--- config.mk ---
export PLATFORM = sky130hd
export DESIGN_NAME = cvxif_subsys
export DESIGN_NICKNAME = d
export VERILOG_FILES = /design/src/hdl/cvxif_pkg.sv /design/src/hdl/copro_decoder.sv /design/src/hdl/copro_alu.sv /design/src/hdl/cvxif_fu.sv /design/src/hdl/cvxif_subsys.sv
export VERILOG_INCLUDE_DIRS = /design/src /design/src/include
export SDC_FILE = /design/constraint.sdc
export NUM_CORES = 1
export LEC_CHECK = 0
export BUFFER_PORTS_ARGS = -buffer_cell sky130_fd_sc_hd__buf_2
export CORE_UTILIZATION = 55
export CTS_CLUSTER_SIZE = 24
export DETAILED_ROUTE_END_ITERATION = 10
export PLACE_DENSITY = 0.83
export SYNTH_ARGS = -nofsm -noshare
export SYNTH_HDL_FRONTEND = slang
export SYNTH_SLANG_ARGS = --single-unit
--- constraint.sdc ---
create_clock -name clk_i -period 4.2 [get_ports clk_i]
set_input_delay 0.63 -clock clk_i [delete_from_list [all_inputs] [get_ports clk_i]]
set_output_delay 0.63 -clock clk_i [all_outputs]
set_load 0.05 [all_outputs]
--- src/include/cvxif_params.svh ---
// ~~~~~~~~~~~~~~~~~~~~
// CVXIF parameters giving the widths and the custom opcode of the coprocessor
// ~~~~~~~~~~~~~~~~~~~~

`ifndef CVXIF_PARAMS_SVH
`define CVXIF_PARAMS_SVH

// Operand and result width
`define XLEN 32

// Width of the transaction id carried with each offloaded instruction
`define TRANS_ID_BITS 3

// Number of source operands sent with an issue request
`define X_NUM_RS 2

// Major opcode taken by the coprocessor (custom-0)
`define CUSTOM0_OPCODE 7'b0001011

`endif

--- src/hdl/cvxif_pkg.sv ---
// ~~~~~~~~~~~~~~~~~~~~
// CVXIF package with the coprocessor operations and exception causes
// ~~~~~~~~~~~~~~~~~~~~

package cvxif_pkg;

    // Coprocessor operations encoded as funct3[1:0]
    typedef enum logic [1:0] {
        OP_ADD    = 2'd0,
        OP_SUB    = 2'd1,
        OP_XOR    = 2'd2,
        OP_BOUNDS = 2'd3
    } copro_op_e;

    // Exception causes reported toward writeback
    // Values follow the RISC-V mcause numbering where one exists
    typedef enum logic [5:0] {
        EXC_NONE      = 6'd0,
        ILLEGAL_INSTR = 6'd2,
        BOUNDS_FAULT  = 6'd5
    } exc_cause_e;

endpackage

--- src/hdl/copro_decoder.sv ---
// ~~~~~~~~~~~~~~~~~~~~
// Coprocessor decoder that accepts or rejects offloaded instructions
// ~~~~~~~~~~~~~~~~~~~~

`timescale 1ns/1ps

`include "cvxif_params.svh"

module copro_decoder import cvxif_pkg::*; (
    // Issue request
    input  logic                      issue_valid_i,
    input  logic [31:0]               issue_instr_i,
    input  logic [`TRANS_ID_BITS-1:0] issue_id_i,
    input  logic [`XLEN-1:0]          issue_rs1_i,
    input  logic [`XLEN-1:0]          issue_rs2_i,
    // High while stage 2 of the pipeline holds a result
    input  logic                      stage2_busy_i,
    output logic                      issue_ready_o,
    output logic                      issue_accept_o,
    // Decoded instruction to the pipeline
    output logic                      dec_valid_o,
    output copro_op_e                 dec_op_o,
    output logic [`TRANS_ID_BITS-1:0] dec_id_o,
    output logic [`XLEN-1:0]          dec_rs1_o,
    output logic [`XLEN-1:0]          dec_rs2_o,
    output logic                      dec_we_o
);

    logic [6:0] opcode;
    logic [4:0] rd;
    logic [2:0] funct3;
    logic [6:0] funct7;

    // R-type fields
    assign opcode = issue_instr_i[6:0];
    assign rd     = issue_instr_i[11:7];
    assign funct3 = issue_instr_i[14:12];
    assign funct7 = issue_instr_i[31:25];

    // Only custom-0 with funct3 0..3 and a zero funct7
    assign issue_accept_o = (opcode == `CUSTOM0_OPCODE)
                            && !funct3[2]
                            && (funct7 == 7'd0);

    always_comb begin
        case (funct3[1:0])
            2'd0:    dec_op_o = OP_ADD;
            2'd1:    dec_op_o = OP_SUB;
            2'd2:    dec_op_o = OP_XOR;
            default: dec_op_o = OP_BOUNDS;
        endcase
    end

    // A rejection answers in the same cycle, so it must not land on a
    // cycle where stage 2 already drives the writeback port
    assign issue_ready_o = !(issue_valid_i && !issue_accept_o && stage2_busy_i);

    assign dec_valid_o = issue_valid_i && issue_ready_o && issue_accept_o;

    // Bounds check only reports and never writes rd
    assign dec_we_o = (rd != 5'd0) && (dec_op_o != OP_BOUNDS);

    assign dec_id_o  = issue_id_i;
    assign dec_rs1_o = issue_rs1_i;
    assign dec_rs2_o = issue_rs2_i;

endmodule

--- src/hdl/copro_alu.sv ---
// ~~~~~~~~~~~~~~~~~~~~
// Coprocessor execution in a two-stage pipeline toward the result channel
// ~~~~~~~~~~~~~~~~~~~~

`timescale 1ns/1ps

`include "cvxif_params.svh"

module copro_alu import cvxif_pkg::*; (
    input  logic                      clk_i,
    input  logic                      rst_n_i,
    // Decoded instruction
    input  logic                      dec_valid_i,
    input  copro_op_e                 dec_op_i,
    input  logic [`TRANS_ID_BITS-1:0] dec_id_i,
    input  logic [`XLEN-1:0]          dec_rs1_i,
    input  logic [`XLEN-1:0]          dec_rs2_i,
    input  logic                      dec_we_i,
    output logic                      stage2_busy_o,
    // Result channel
    output logic                      result_valid_o,
    output logic [`TRANS_ID_BITS-1:0] result_id_o,
    output logic [`XLEN-1:0]          result_data_o,
    output logic                      result_we_o,
    output logic                      result_exc_o,
    output exc_cause_e                result_exccode_o
);

    // Stage 1
    logic                      s1_valid;
    copro_op_e                 s1_op;
    logic [`TRANS_ID_BITS-1:0] s1_id;
    logic [`XLEN-1:0]          s1_rs1;
    logic [`XLEN-1:0]          s1_rs2;
    logic                      s1_we;

    // Stage 2 inputs
    logic [`XLEN-1:0]          alu_data;
    logic                      alu_fault;

    always_ff @(posedge clk_i or negedge rst_n_i) begin
        if (!rst_n_i) begin
            s1_valid <= 1'b0;
        end else begin
            s1_valid <= dec_valid_i;
        end
    end

    always_ff @(posedge clk_i) begin
        s1_op  <= dec_op_i;
        s1_id  <= dec_id_i;
        s1_rs1 <= dec_rs1_i;
        s1_rs2 <= dec_rs2_i;
        s1_we  <= dec_we_i;
    end

    always_comb begin
        alu_fault = 1'b0;
        case (s1_op)
            OP_ADD:  alu_data = s1_rs1 + s1_rs2;
            OP_SUB:  alu_data = s1_rs1 - s1_rs2;
            OP_XOR:  alu_data = s1_rs1 ^ s1_rs2;
            default: begin
                // Unsigned bounds check faults unless rs1 is below rs2
                alu_data  = s1_rs1;
                alu_fault = !(s1_rs1 < s1_rs2);
            end
        endcase
    end

    always_ff @(posedge clk_i or negedge rst_n_i) begin
        if (!rst_n_i) begin
            result_valid_o <= 1'b0;
        end else begin
            result_valid_o <= s1_valid;
        end
    end

    always_ff @(posedge clk_i) begin
        result_id_o      <= s1_id;
        result_data_o    <= alu_data;
        result_we_o      <= s1_we;
        result_exc_o     <= alu_fault;
        result_exccode_o <= alu_fault ? BOUNDS_FAULT : EXC_NONE;
    end

    assign stage2_busy_o = result_valid_o;

endmodule

--- src/hdl/cvxif_fu.sv ---
// ~~~~~~~~~~~~~~~~~~~~
// CVXIF functional unit sending issue requests out and results or rejections back
// ~~~~~~~~~~~~~~~~~~~~

`timescale 1ns/1ps

`include "cvxif_params.svh"

module cvxif_fu import cvxif_pkg::*; (
    input  logic                      clk_i,
    input  logic                      rst_n_i,
    // From issue
    input  logic                      x_valid_i,
    output logic                      x_ready_o,
    input  logic [31:0]               x_off_instr_i,
    input  logic [`TRANS_ID_BITS-1:0] x_trans_id_i,
    input  logic [`XLEN-1:0]          x_operand_a_i,
    input  logic [`XLEN-1:0]          x_operand_b_i,
    // To writeback
    output logic [`TRANS_ID_BITS-1:0] x_trans_id_o,
    output logic [`XLEN-1:0]          x_result_o,
    output logic                      x_valid_o,
    output logic                      x_we_o,
    output logic                      x_exc_valid_o,
    output exc_cause_e                x_exc_cause_o,
    output logic [`XLEN-1:0]          x_exc_tval_o,
    // Issue request to the coprocessor
    output logic                      issue_valid_o,
    output logic [31:0]               issue_instr_o,
    output logic [`TRANS_ID_BITS-1:0] issue_id_o,
    output logic [`XLEN-1:0]          issue_rs1_o,
    output logic [`XLEN-1:0]          issue_rs2_o,
    input  logic                      issue_ready_i,
    input  logic                      issue_accept_i,
    // Always-ready result channel from the coprocessor
    input  logic                      result_valid_i,
    input  logic [`TRANS_ID_BITS-1:0] result_id_i,
    input  logic [`XLEN-1:0]          result_data_i,
    input  logic                      result_we_i,
    input  logic                      result_exc_i,
    input  exc_cause_e                result_exccode_i
);

    logic [`XLEN-1:0] rs [`X_NUM_RS];
    logic             reject;

    // Request fields stay zero while issue has nothing to offer
    always_comb begin
        issue_valid_o = 1'b0;
        issue_instr_o = '0;
        issue_id_o    = '0;
        for (int i = 0; i < `X_NUM_RS; i++) begin
            rs[i] = '0;
        end
        if (x_valid_i) begin
            issue_valid_o = 1'b1;
            issue_instr_o = x_off_instr_i;
            issue_id_o    = x_trans_id_i;
            rs[0]         = x_operand_a_i;
            rs[1]         = x_operand_b_i;
        end
    end

    assign issue_rs1_o = rs[0];
    assign issue_rs2_o = rs[1];
    assign x_ready_o   = issue_ready_i;

    // A transfer the coprocessor does not take
    assign reject = issue_valid_o && issue_ready_i && !issue_accept_i;

    // Rejection takes priority over a result
    // The decoder keeps it off cycles that carry a result
    always_comb begin
        if (reject) begin
            x_valid_o     = 1'b1;
            x_trans_id_o  = issue_id_o;
            x_result_o    = '0;
            x_we_o        = 1'b0;
            x_exc_valid_o = 1'b1;
            x_exc_cause_o = ILLEGAL_INSTR;
            x_exc_tval_o  = issue_instr_o;
        end else begin
            x_valid_o     = result_valid_i;
            x_trans_id_o  = result_valid_i ? result_id_i : '0;
            x_result_o    = result_valid_i ? result_data_i : '0;
            x_we_o        = result_valid_i && result_we_i;
            x_exc_valid_o = result_valid_i && result_exc_i;
            x_exc_cause_o = result_valid_i ? result_exccode_i : EXC_NONE;
            x_exc_tval_o  = '0;
        end
    end

endmodule

--- src/hdl/cvxif_subsys.sv ---
// ~~~~~~~~~~~~~~~~~~~~
// CVXIF subsystem joining the functional unit, decoder and execution pipeline
// ~~~~~~~~~~~~~~~~~~~~

`timescale 1ns/1ps

`include "cvxif_params.svh"

module cvxif_subsys import cvxif_pkg::*; (
    input  logic                      clk_i,
    input  logic                      rst_n_i,
    // Issue side
    input  logic                      x_valid_i,
    output logic                      x_ready_o,
    input  logic [31:0]               x_off_instr_i,
    input  logic [`TRANS_ID_BITS-1:0] x_trans_id_i,
    input  logic [`XLEN-1:0]          x_operand_a_i,
    input  logic [`XLEN-1:0]          x_operand_b_i,
    // Writeback side
    output logic [`TRANS_ID_BITS-1:0] x_trans_id_o,
    output logic [`XLEN-1:0]          x_result_o,
    output logic                      x_valid_o,
    output logic                      x_we_o,
    output logic                      x_exc_valid_o,
    output exc_cause_e                x_exc_cause_o,
    output logic [`XLEN-1:0]          x_exc_tval_o
);

    // Issue request
    logic                      issue_valid;
    logic [31:0]               issue_instr;
    logic [`TRANS_ID_BITS-1:0] issue_id;
    logic [`XLEN-1:0]          issue_rs1;
    logic [`XLEN-1:0]          issue_rs2;
    logic                      issue_ready;
    logic                      issue_accept;

    // Decoder to pipeline
    logic                      dec_valid;
    copro_op_e                 dec_op;
    logic [`TRANS_ID_BITS-1:0] dec_id;
    logic [`XLEN-1:0]          dec_rs1;
    logic [`XLEN-1:0]          dec_rs2;
    logic                      dec_we;
    logic                      stage2_busy;

    // Result channel
    logic                      result_valid;
    logic [`TRANS_ID_BITS-1:0] result_id;
    logic [`XLEN-1:0]          result_data;
    logic                      result_we;
    logic                      result_exc;
    exc_cause_e                result_exccode;

    cvxif_fu u_cvxif_fu (
        .clk_i            (clk_i),
        .rst_n_i          (rst_n_i),
        .x_valid_i        (x_valid_i),
        .x_ready_o        (x_ready_o),
        .x_off_instr_i    (x_off_instr_i),
        .x_trans_id_i     (x_trans_id_i),
        .x_operand_a_i    (x_operand_a_i),
        .x_operand_b_i    (x_operand_b_i),
        .x_trans_id_o     (x_trans_id_o),
        .x_result_o       (x_result_o),
        .x_valid_o        (x_valid_o),
        .x_we_o           (x_we_o),
        .x_exc_valid_o    (x_exc_valid_o),
        .x_exc_cause_o    (x_exc_cause_o),
        .x_exc_tval_o     (x_exc_tval_o),
        .issue_valid_o    (issue_valid),
        .issue_instr_o    (issue_instr),
        .issue_id_o       (issue_id),
        .issue_rs1_o      (issue_rs1),
        .issue_rs2_o      (issue_rs2),
        .issue_ready_i    (issue_ready),
        .issue_accept_i   (issue_accept),
        .result_valid_i   (result_valid),
        .result_id_i      (result_id),
        .result_data_i    (result_data),
        .result_we_i      (result_we),
        .result_exc_i     (result_exc),
        .result_exccode_i (result_exccode)
    );

    copro_decoder u_copro_decoder (
        .issue_valid_i  (issue_valid),
        .issue_instr_i  (issue_instr),
        .issue_id_i     (issue_id),
        .issue_rs1_i    (issue_rs1),
        .issue_rs2_i    (issue_rs2),
        .stage2_busy_i  (stage2_busy),
        .issue_ready_o  (issue_ready),
        .issue_accept_o (issue_accept),
        .dec_valid_o    (dec_valid),
        .dec_op_o       (dec_op),
        .dec_id_o       (dec_id),
        .dec_rs1_o      (dec_rs1),
        .dec_rs2_o      (dec_rs2),
        .dec_we_o       (dec_we)
    );

    copro_alu u_copro_alu (
        .clk_i            (clk_i),
        .rst_n_i          (rst_n_i),
        .dec_valid_i      (dec_valid),
        .dec_op_i         (dec_op),
        .dec_id_i         (dec_id),
        .dec_rs1_i        (dec_rs1),
        .dec_rs2_i        (dec_rs2),
        .dec_we_i         (dec_we),
        .stage2_busy_o    (stage2_busy),
        .result_valid_o   (result_valid),
        .result_id_o      (result_id),
        .result_data_o    (result_data),
        .result_we_o      (result_we),
        .result_exc_o     (result_exc),
        .result_exccode_o (result_exccode)
    );

endmodule

Yosys cells after proc, flatten, opt, wreduce, memory -nomap -nowiden

Cells that the tools add are included.
W data, S select, Z words.

Bits in registers: 115
Bits in latches: 0
Memory bits (writable): 0
ROM bits: 0
Bits of input ports: 102
Output and inout port bits: 77
Logic and storage cells: 58
Memories: 0

Add/subtract/negate cells: 2
$mul: 0
Div/mod/pow operators: 0
Order comparisons: 1
Equal/unequal tests: 6
Shifts and indexed selects: 0
Multiplexer cells: 17
Bitwise logic cells: 1
Reductions and logical operators: 19

Operators by type and width:

| cell                 | count |
|---|---|
| $mux W32             | 4 |
| $pmux W32 S3         | 1 |
| $add A32 B32 Y32     | 1 |
| $lt A32 B32 Y1       | 1 |
| $sub A32 B32 Y32     | 1 |
| $xor A32 B32 Y32     | 1 |
| $mux W3              | 4 |
| $mux W6              | 2 |
| $logic_and A1 B1 Y1  | 10 |
| $eq A7 B4 Y1 const B | 1 |
| $logic_not A7 Y1     | 1 |
| $pmux W2 S3          | 1 |
| $mux W1              | 5 |
| $reduce_bool A5 Y1   | 1 |
| $eq A2 B1 Y1 const B | 2 |
| $eq A2 B2 Y1 const B | 2 |
| $logic_not A1 Y1     | 4 |
| $logic_not A2 Y1     | 2 |
| $reduce_or A3 Y1     | 1 |
| $ne A2 B2 Y1 const B | 1 |

Logic depth before layout (Yosys ltp)

Gate-level depths: netlist (run 1).

Word-level depth: 11
Mapped depth: 12
Mapped depth without buffers: 12

Cells and area by module

A second synthesis (run 1) with hierarchy kept.

Cell total of the unflattened synthesis: 1,099
Area, all modules: 8,301.7 um^2

Modules (own cells, without submodules):

| module        | instances | cells an instance | area each (um^2) | sequential area each (um^2) |
|---|---|---|---|---|
| copro_alu     | 1         | 777               | 6,447.4          | 2,192.1 |
| cvxif_fu      | 1         | 241               | 1,260.0          | 0.0 |
| copro_decoder | 1         | 81                | 594.3            | 0.0 |

Worst setup path after synthesis (run 1)

No wires, ideal clock.

Path type: input port to output port
From: input port x_valid_i
To: output port x_trans_id_o[0]
Arrival: 2.462 ns
Data required time: 3.570 ns
Setup slack: 1.108 ns
Stages: 6
Path buffers: 1
Path through: clkbuf_1 and4b_1 nand4_1 and2_0 nand2_1 o21ai_0

Word-level cells in the longest chain between the ends: 11
Elaborated cells on any way between the ends: 15
Classes of those cells: 1 x eq/ne; 4 x mux; 10 x reduce/logical

RTL lines:

| what                                                       | line                                | text |
|---|---|---|
| start, declared                                            | cvxif_subsys.sv:13                  | `input logic x_valid_i,` |
| $mux W32                                                   | cvxif_fu.sv:55                      | `if (x_valid_i) begin` |
| $eq A7 B4 Y1 (no line) or $logic_not A1 Y1 (tied branches) | n/a                                 |  |
| $logic_and A1 B1 Y1 (2 in a row)                           | copro_decoder.sv:41                 | `` assign issue_accept_o = (opcode == `CUSTOM0_OPCODE) `` |
| $logic_not A1 Y1                                           | copro_decoder.sv:56, cvxif_fu.sv:69 |  |
| $logic_and A1 B1 Y1 (2 in a row)                           | copro_decoder.sv:56                 | `assign issue_ready_o = !(issue_valid_i && !issue_accept_o && stage2_busy_i);` |
| $logic_not A1 Y1                                           | copro_decoder.sv:56                 |  |
| $logic_and A1 B1 Y1 (2 in a row)                           | cvxif_fu.sv:69                      | `assign reject = issue_valid_o && issue_ready_i && !issue_accept_i;` |
| $mux W3 (*)                                                | cvxif_fu.sv:74                      | `if (reject) begin` |
| end, declared                                              | cvxif_subsys.sv:20                  | `` output logic [`TRANS_ID_BITS-1:0] x_trans_id_o, `` |

Every way passes the cells marked *; elsewhere a longest branch is shown, timed or not.

Worst setup path after layout (run 1)

From: register u_copro_alu.s1_rs1[0]
To: register u_copro_alu.result_data_o[26]

Word-level cells in the longest chain between the ends: 2
Elaborated cells on any way between the ends: 3
Classes of those cells: 2 x add/sub; 1 x mux

RTL lines:

| what                                                 | line                             | text |
|---|---|---|
| start, declared                                      | copro_alu.sv:33                  | `` logic [`XLEN-1:0] s1_rs1; `` |
| start signal, assigned                               | copro_alu.sv:52                  | `s1_rs1 <= dec_rs1_i;` |
| $sub A32 B32 Y32 or $add A32 B32 Y32 (tied branches) | copro_alu.sv:61, copro_alu.sv:60 |  |
| $pmux W32 S3 (*)                                     | copro_alu.sv:59                  | `case (s1_op)` |
| net u_copro_alu.alu_data[26]                         | copro_alu.sv:38                  | `` logic [`XLEN-1:0] alu_data; `` |
| end signal, assigned                                 | copro_alu.sv:81                  | `result_data_o <= alu_data;` |
| end, declared                                        | copro_alu.sv:23                  | `` output logic [`XLEN-1:0] result_data_o, `` |

The timed path passes the listed nets; every way through them passes the cells marked *.
A chain may end at the register's enable or synchronous reset.

==> results of run 1 <==
metal layers:
metal  up-vias  GRT usage (%)  share of wire (%)
met5         -              0                  0
met4         0           10.2                2.9
met3        45           4.90                6.4
met2       317           49.6                 48
met1      3398           34.1                 42
li1       3632              -                  -
area by class of cell:
type                       instances  area (sq um)  share of cell area, %
timing repair buffer             183           948                   10.7
inverter                          71           267                   3.00
clock buffer                       9           225                   2.53
clock inverter                     7          86.3                  0.970
tap                              176           220                   2.48
multi-input combinational        739          4960                   55.7
sequential                       109          2190                   24.7
cells in the final DEF (no fill, tap or decap), types with 6 or more instances in the layout:
cell type and n:
sky130_fd_sc_hd__buf_4 7, sky130_fd_sc_hd__dfxtp_1 106, sky130_fd_sc_hd__and2_1 136, sky130_fd_sc_hd__xnor2_1 18, sky130_fd_sc_hd__a221o_1 6, sky130_fd_sc_hd__nand2_1 65
sky130_fd_sc_hd__o31a_1 6, sky130_fd_sc_hd__mux2i_1 7, sky130_fd_sc_hd__a21o_1 15, sky130_fd_sc_hd__a211oi_1 9, sky130_fd_sc_hd__o21ai_0 53, sky130_fd_sc_hd__a31oi_1 8
sky130_fd_sc_hd__nand3_1 10, sky130_fd_sc_hd__clkbuf_16 9, sky130_fd_sc_hd__ha_1 64, sky130_fd_sc_hd__nor2b_1 11, sky130_fd_sc_hd__inv_1 69, sky130_fd_sc_hd__o21a_1 12
sky130_fd_sc_hd__nor3_1 33, sky130_fd_sc_hd__nor4_1 6, sky130_fd_sc_hd__a21oi_1 73, sky130_fd_sc_hd__nor2_1 81, sky130_fd_sc_hd__o211ai_1 6, sky130_fd_sc_hd__o31ai_1 8
sky130_fd_sc_hd__buf_2 175, sky130_fd_sc_hd__o21bai_1 10
cell usage after synthesis, drive strengths merged, types with 11 or more instances:
cell type  count  share of area [%]
nor2          81                4.0
o21ai         56                3.7
a21oi         74                4.9
o21a          12                1.2
nand2         65                3.2
dfxtp        107                 28
buf           18                1.3
inv           69                3.4
and2         137                 11
nor3          33                2.2
nor2b         11               0.90
a21o          15                1.5
clkbuf        45                2.2
xnor2         18                2.1
ha            64                 10
worst reg2reg max path: stages, from the launching register on:
cell and delay [ps]:
sky130_fd_sc_hd__dfxtp_1 360, sky130_fd_sc_hd__inv_1 70, sky130_fd_sc_hd__ha_1 190, sky130_fd_sc_hd__fa_1 430
sky130_fd_sc_hd__nor2b_1 210, sky130_fd_sc_hd__o211ai_1 170, sky130_fd_sc_hd__a211oi_1 490, sky130_fd_sc_hd__nor4_2 140
sky130_fd_sc_hd__o41ai_4 420, sky130_fd_sc_hd__a211oi_1 140, sky130_fd_sc_hd__mux2_2 240, sky130_fd_sc_hd__nor2_1 40
sky130_fd_sc_hd__or3_1 370
kinds of logic (layout without fill, tap and decap cells):
kind of cell / after synthesis / count (layout) / synth area share, %
adders and majority gates: 66 / 66 / 11.0
xor gates and xnor gates: 20 / 20 / 2.28
buffers and inverters: 134 / 270 / 6.99
and+or+nand+nor: 372 / 372 / 25.2
other: 1 / 3 / 0.0488
muxes: 17 / 17 / 3.11
AOI/OAI and AO/OA: 261 / 261 / 22.9
DFF: 109 / 109 / 28.5
report_power, final:
group	switching (mW)	internal, mW	total, mW	leakage, nW
clock network	0.439	0.430	0.869	0.151
registers	0.0423	1.12	1.17	0.923
logic	0.489	0.316	0.805	3.20
total	0.970	1.87	2.84	4.27
state kept, by name, summed over array words and instances, names as in the netlist:
signal / flops
u_copro_alu.result_exccode_o: 1
u_copro_alu.result_valid_o: 1
u_copro_alu.s1_op: 2
u_copro_alu.s1_valid: 1
u_copro_alu.s1_rs2: 32
u_copro_alu.result_id_o: 3
u_copro_alu.s1_we: 1
u_copro_alu.s1_id: 3
u_copro_alu.s1_rs1: 32
u_copro_alu.result_data_o: 32
u_copro_alu.result_we_o: 1
how the worst max path moves through the flow:
stage / endpoint / cells after the start / from
final: u_copro_alu.result_data_o[26]$_DFF_P_ / 12 / u_copro_alu.s1_rs1[0]$_SDFF_PN0_
after global placement: x_exc_valid_o / 8 / x_off_instr_i[2]
after CTS: x_exc_valid_o / 8 / x_off_instr_i[2]
after floorplan: x_trans_id_o[0] / 6 / x_valid_i
after global routing: u_copro_alu.result_data_o[26]$_DFF_P_ / 12 / u_copro_alu.s1_rs1[0]$_SDFF_PN0_
after detailed placement: x_exc_valid_o / 8 / x_off_instr_i[2]
stage by stage:
stage	setup slack [ps]	cell area [sq um]	total power [mW]
CTS	820	8900	2.85
floorplan	1110	7690	1.78
detailed placement	810	8590	1.98
finish	832	8900	2.84
global route	597	8900	2.99
global placement	822	8590	1.96
==> impl.org, run 1 <==
** Run status
- Run status :: finished clean

** Logic synthesis
- Synthesized area divided by synthesized cell count :: 7.84 sq um
- Number of flops mapped to enable cells by yosys :: 0
- Number of distinct library cells after synthesis :: 75
- Yosys reg bits :: 109
- Number of synthesis warnings :: 0
- Of all flip-flops after synthesis, the portion carrying an async set or reset was 1.83%.
- Post-synthesis cell area :: 7680 sq um
- Of the synthesized area, sequential elements account for 28.5%.
- After technology mapping, the gate count stands at 980.
- Most used flip-flop cell after synthesis :: sky130_fd_sc_hd__dfxtp_1

** Global route
- The first global-routing pass estimated 32,600 microns of wire.
- Entering global routing, the biggest net connects 72 pins.
- The initial antenna violation count is 0.
- Number of global-route vias before repair :: 6,970
- Remaining global-route overflow :: 0
- In the global route stage, overall resource usage came out at 28.2%.

** Setup path
- Along the worst path, the maximum fanout reaches 4.
- The worst register-to-register path begins at u_copro_alu.s1_rs1[0]$_SDFF_PN0_.
- Cell at the slowest stage of the critical path :: sky130_fd_sc_hd__a211oi_1
- STA classifies the critical path startpoint as a flop.
- Most frequent CP cell :: sky130_fd_sc_hd__a211oi_1
- CP Data Arrival Time :: 3620 ps
- The worst setup path is of the flop to flop kind.
- Number of buffer and inverter stages on the critical path :: 1
- The critical path goes through inv_1, ha_1, fa_1, nor2b_1, o211ai_1, a211oi_1, nor4_2, o41ai_4, a211oi_1, mux2_2, nor2_1, or3_1.
- The worst register-to-register path ends at u_copro_alu.result_data_o[26]$_DFF_P_.
- For the worst setup path, the data required time is 4460 ps.
- Delay contributed by the slowest stage of the critical path :: 490 ps
- Worst path top cell family by delay :: compound AO/OA/AOI/OAI gates
- Setup slack of the worst register-to-register path :: 830 ps
- STA classifies the critical path endpoint as a flop.
- Counting cells, the worst reg-to-reg path comes to 12.

** Floorplanning
- The core region is 13,500 sq um.
- Horiz. Die Dim :: 120 microns
- Site row count :: 42
- Total I/O pin count :: 179
- The initial utilization of the core area, before any placement, comes to 57.1%.
- Total die area :: 14,400 sq um
- Chip Height :: 120 microns

** Detailed routing
- Final antenna-violating net count :: 0
- First drt pass iteration count :: 5
- WL final :: 20,000 microns
- DRT iter0 DRCs :: 508
- Post-route DRC violation count :: 0
- The routed layout has 7,392 vias.
- After detailed routing, the average wire length per cell comes to 15.5 microns.
- After detailed routing, the number of vias per cell comes to 5.71.

** Clock network
- Counting the buffers created by CTS gives 9.
- In this run the clock root is driven by a sky130_fd_sc_hd__clkbuf_16.
- Number of sinks handled by clock tree synthesis :: 109
- Clock tree from TritonCTS :: yes
- CTS Buffer Depth :: 2
- Resized Gates After CTS :: 0
- Buffers added to address setup during post-CTS repair amount to 0.
- Skew-Pair Late Insertion Delay :: 370 ps
- The H-tree generated during clock tree synthesis spans 3 levels.
- Clock-pin slew was measured on the worst setup and hold paths at 80 ps.
- Hold repair after CTS inserted 0 buffers.

** Timing
- Hold violation total from the final report :: 0
- Setup TNS after final layout :: 0 ps
- Fin crit period :: 3370 ps
- Of the available clock period, the critical path in the final layout requires 80.2%.
- For the pin with the worst max-slew slack, the measured transition is 871 ps.
- Setup repair after global routing left no endpoint under its margin.
- Headroom to the max-slew limit :: 41.7%
- Worst hold slack after final layout :: 27.8 ps
- Setup violations remaining at the end of the flow were counted as 0.
- Highest achievable clock rate :: 297 MHz
- The clock arrives with 12.3 ps of skew.
- The final max-slew violation count came to 0.

** Final layout
- The final layout contains 1,281 nets.
- The post-route netlist has 20.0% of its cells at a drive strength greater than 1.
- Number of standard cells in the layout, taps in and fillers out :: 1,294
- Core occupancy in the finished layout :: 66.1%
- Fill count :: 1,200
- Compared with the post-synthesis result, the final layout area differs by 15.9%.
- 0 antenna diodes ended up in the layout.

** Place
- Detailed placement ended at an HPWL of 15,200 microns.
- Port Buf Inserts :: 175
- Counting tap cells, the placed design contains a total of 1,278 instances.
- Routability-driven placement finished with a final weighted congestion of 0.942.

** Hold path
- The min-delay analysis places its worst path in the category input pin to async pin.

** Pwr
- Summed over all cells, the static leakage comes to 4.27 nW.
- IR Drop Worst-Case VDD :: 0.000217 V
- Dividing total power by cell area gives a power density of 319 nW/um^2.

** Job
- Max-cap violations in this run came to 0.
Note: power is estimated with default switching activity, not from simulation.
==> inputs of run 2 (changes only) <==
Settings changed: ABC_AREA from default to 1, CORE_UTILIZATION 55 to 51, PLACE_DENSITY 0.83 to 0.8.
Clock period 4.2 ns to 2.7 ns, I/O delays scaled along.
==> run 2 against run 1 <==
  * Wire length up 48%
  * Setup slack worse by 510 ps
  * Critical endpoint is now u_copro_alu.result_data_o[16]$_DFF_P_
  * Design area up 16%
  * Critical path depth up 1
  * Largest cell class unchanged
  * Combinational power up 78%
  * Fmax up 41%
  * Clock skew down 1.7 ps
  * Largest power group unchanged
  * Highest routed layer unchanged
==> impl.org, run 2 <==
** Timing
- Fin crit period :: 2380 ps
- At the pin with the least slew margin, the transition time is 716 ps.
- Of the available clock period, the critical path in the final layout requires 88.2%.
- Setup repair after global routing left no endpoint under its margin.
- Setup violations remaining at the end of the flow were counted as 0.
- The final max-slew violation count is 0.
- Measured against its own limit, the worst slew margin works out to 52.2%.
- Highest achievable clock rate :: 420 MHz
- Layout Skew :: 10.6 ps
- Setup TNS after final layout :: 0 ps
- Worst hold slack after final layout :: 210 ps
- Hold violation total from the final report :: 0

** Global route
- Remaining global-route overflow :: 0
- Aggregate global-route resource usage :: 32.6%
- Pin count of the biggest net entering global routing :: 72
- The initial antenna violation count came to 0.
- The first global-routing pass estimated 45,200 microns of wire.
- Number of global-route vias before repair :: 8,765

** Pwr
- In this run the static leakage power is 6.75 nW.
- Cell internal power dissipation :: 2.85 mW
- Switching Power :: 1.80 mW
- Per report_power, the combinational group accounts for 30.8% of the total.
- Sequential fraction of design power :: 39.1%
- Across the VDD grid, the largest voltage drop is 0.000327 V.
- Areal power density over the cells :: 449 nW/um^2
- Switching part of the total :: 38.6%
- The clock network burns 30.1% of the power.

** Setup path
- Most frequent CP cell :: sky130_fd_sc_hd__nand3_1
- Along the worst path, the maximum fanout reaches 5.
- Req. time, crit path :: 2940 ps
- Sort of element at the start of the critical path :: flop
- Critical path cell sequence :: inv_1, ha_1, fa_1, inv_1, nand3_1, nand3_1, nand2_1, nand2_1, inv_1, nor2_1, o21ai_0, nand3_1, nand3_1
- Number of buffer and inverter stages on the critical path :: 3
- Worst path top cell family by delay :: simple AND/OR/NAND/NOR gates
- The slowest stage of the critical path belongs to the cell sky130_fd_sc_hd__fa_1.
- Category of the critical setup timing path :: flop to flop
- Delay contributed by the slowest stage of the critical path :: 380 ps
- The worst setup path is captured at a flop.
- STA puts the critical path data arrival time at 2620 ps.

** Hold path
- Class of the most critical hold timing path :: input pin to flop

** Logic synthesis
- Number of synthesis warnings :: 0
- Number of flops mapped to enable cells by yosys :: 0
- Fraction of synthesized cell area taken by the top area cell type :: 24.1%
- sky130_fd_sc_hd__nand2_1 takes more of the synthesized area than any other cell.
- Sequential fraction of the synthesis area :: 24.3%
- Of all flip-flops after synthesis, the portion carrying an async set or reset was 1.83%.
- By area the synthesized netlist is led by sky130_fd_sc_hd__nand2_1, sky130_fd_sc_hd__dfxtp_1, sky130_fd_sc_hd__inv_1, sky130_fd_sc_hd__ha_1, sky130_fd_sc_hd__nand3_1.
- Synthesized area divided by synthesized cell count :: 5.58 sq um
- The most used flip-flop cell after synthesis is sky130_fd_sc_hd__dfxtp_1.
- Yosys reg bits :: 109
- Gate count of the mapped netlist :: 1,619
- Number of distinct library cells after synthesis :: 37
- By instance count, the leading cell after synthesis is sky130_fd_sc_hd__nand2_1.
- Top cell types by occurrence after synthesis :: sky130_fd_sc_hd__nand2_1, sky130_fd_sc_hd__inv_1, sky130_fd_sc_hd__nor2_1
- Summing every instance area after synthesis gives 9040 sq um.

** Clock network
- Buffers inserted to repair hold after CTS numbered 1.
- The root buffer cell chosen for the clock tree is sky130_fd_sc_hd__clkbuf_16.
- TritonCTS built the clock tree.
- Buffers added to address setup during post-CTS repair amount to 0.
- Clock-pin slew on the worst setup and hold paths :: 90 ps
- CTS H-tree lvls :: 3
- TritonCTS created 9 clock buffers.
- Resized Gates After CTS :: 0
- CTS saw 109 sinks.
- Skew-Pair Late Insertion Delay :: 370 ps
- Counting along the longest clock path gives a buffer depth of 2.

** Place
- Routability congestion estimate :: 0.981
- Post-Place Cells :: 1,981
- Port Buf Inserts :: 175
- The wire-length estimate of the detail-placed layout is 24,100 microns.
- Placed inst area :: 10,000 sq um

** Final layout
- The library cells used most frequently in the layout, excluding fill and tap cells, are sky130_fd_sc_hd__nand2_1, sky130_fd_sc_hd__inv_1, sky130_fd_sc_hd__buf_2, sky130_fd_sc_hd__nor2_1, sky130_fd_sc_hd__nand3_1.
- In the final layout, the share of cells above drive strength 1 is 12.5%.
- Most common cell after layout, fill and taps aside :: sky130_fd_sc_hd__nand2_1
- The finished layout holds 1,998 standard cells, fillers aside.
- ANT cells :: 0
- The largest registers in the layout are u_copro_alu.result_data_o (32), u_copro_alu.s1_rs1 (32), u_copro_alu.s1_rs2 (32).
- The area growth from synthesis to layout is 14.7%.
- Core occupancy in the finished layout :: 59.9%
- Final standard cell area without fillers :: 10,400 sq um
- Number of nets in the final layout :: 1,936

** Floorplanning
- For this configuration, the core starts out at a cell density of 52.3%.
- Total die area :: 18,300 sq um
- The floorplan step set the die width to 135 microns.
- Total I/O pin count :: 179
- The die is 135 microns tall.
- Site row count :: 48
- In this run the standard cell core region covers 17,300 sq um.

** Job
- Max-cap violation count :: 0

** Detailed routing
- The final layout contains routed wiring with a total length of 29,600 microns.
- The detailed router finished its first iteration with 1,014 violations.
- After detailed routing, the number of remaining DRC violations is 0.
- In the routed layout, each cell is associated on average with a via count of 4.98.
- Dividing the detail-routed wire length by the instance count gives 14.8 microns.
- The count of nets left with antenna violations once routing finished came out at 0.
- Vias after detailed routing :: 9,958
- First drt pass iteration count :: 11

** Run status
- The run finished with clean final reports.
-- run 2: final cells by class --
class	count	area, sq um
Clock buffer	9	225
Multi-Input combinational cell	1057	5060
Sequential cell	109	2190
Inverter	399	1500
Clock inverter	7	86.3
Timing Repair Buffer	192	1020
Fill cell	1802	6930
Tap cell	225	282
-- run 2: power groups by stage --
stage	registers, mW	clock network (mW)	logic, mW
after floorplan	1.83	0	0.994
after global routing	1.83	1.47	1.57
after detailed placement	1.85	0	1.39
final	1.82	1.40	1.43
after global placement	1.85	0	1.39
after CTS	1.82	1.42	1.40
-- run 2: per-layer routing --
metal / routed length [microns] / global-route usage (%)
met5: 0 / 0
met4: 856 / 11.3
met3: 2860 / 4.73
met2: 12400 / 50.5
met1: 13500 / 45.8
-- run 2: kinds of logic after synthesis --
group,count (synthesis),synth area share (%)
and+or+nand+nor,882,39.9
buffers and inverters,455,19.8
adders and majority gates,66,9.30
AOI/OAI and AO/OA,104,6.49
DFF,109,24.3
xor gates and xnor gates,2,0.194
other,1,0.0415
-- run 2: through the flow --
step | power (mW) | worst slack, ps
3_5_place_dp | 3.25 | 413
3_3_place_gp | 3.24 | 457
5_1_grt | 4.88 | 112
6_report | 4.65 | 320
4_1_cts | 4.63 | 383
2_1_floorplan | 2.82 | 241
-- run 2: worst paths after layout --
check | to | depth (start not counted) | from | slack, ps
setup / recovery | u_copro_alu.result_data_o[16]$_DFF_P_ | 13 | u_copro_alu.s1_rs1[0]$_SDFF_PN0_ | 320
hold / removal | u_copro_alu.s1_rs2[22]$_SDFF_PN0_ | 3 | x_operand_b_i[22] | 210
setup reg to reg | u_copro_alu.result_data_o[16]$_DFF_P_ | 13 | u_copro_alu.s1_rs1[0]$_SDFF_PN0_ | 320
hold reg to reg | u_copro_alu.result_id_o[1]$_DFF_P_ | 0 | u_copro_alu.s1_id[1]$_DFF_P_ | 340
max in group asynchronous | u_copro_alu.result_valid_o$_DFF_PN0_ | 2 | rst_n_i | 2250
min in group asynchronous | u_copro_alu.s1_valid$_DFF_PN0_ | 2 | rst_n_i | 340
-- run 2: worst min-delay path, stage by stage --
cell	delay [ps]
sky130_fd_sc_hd__buf_2	70
sky130_fd_sc_hd__nand2_1	40
sky130_fd_sc_hd__inv_1	40
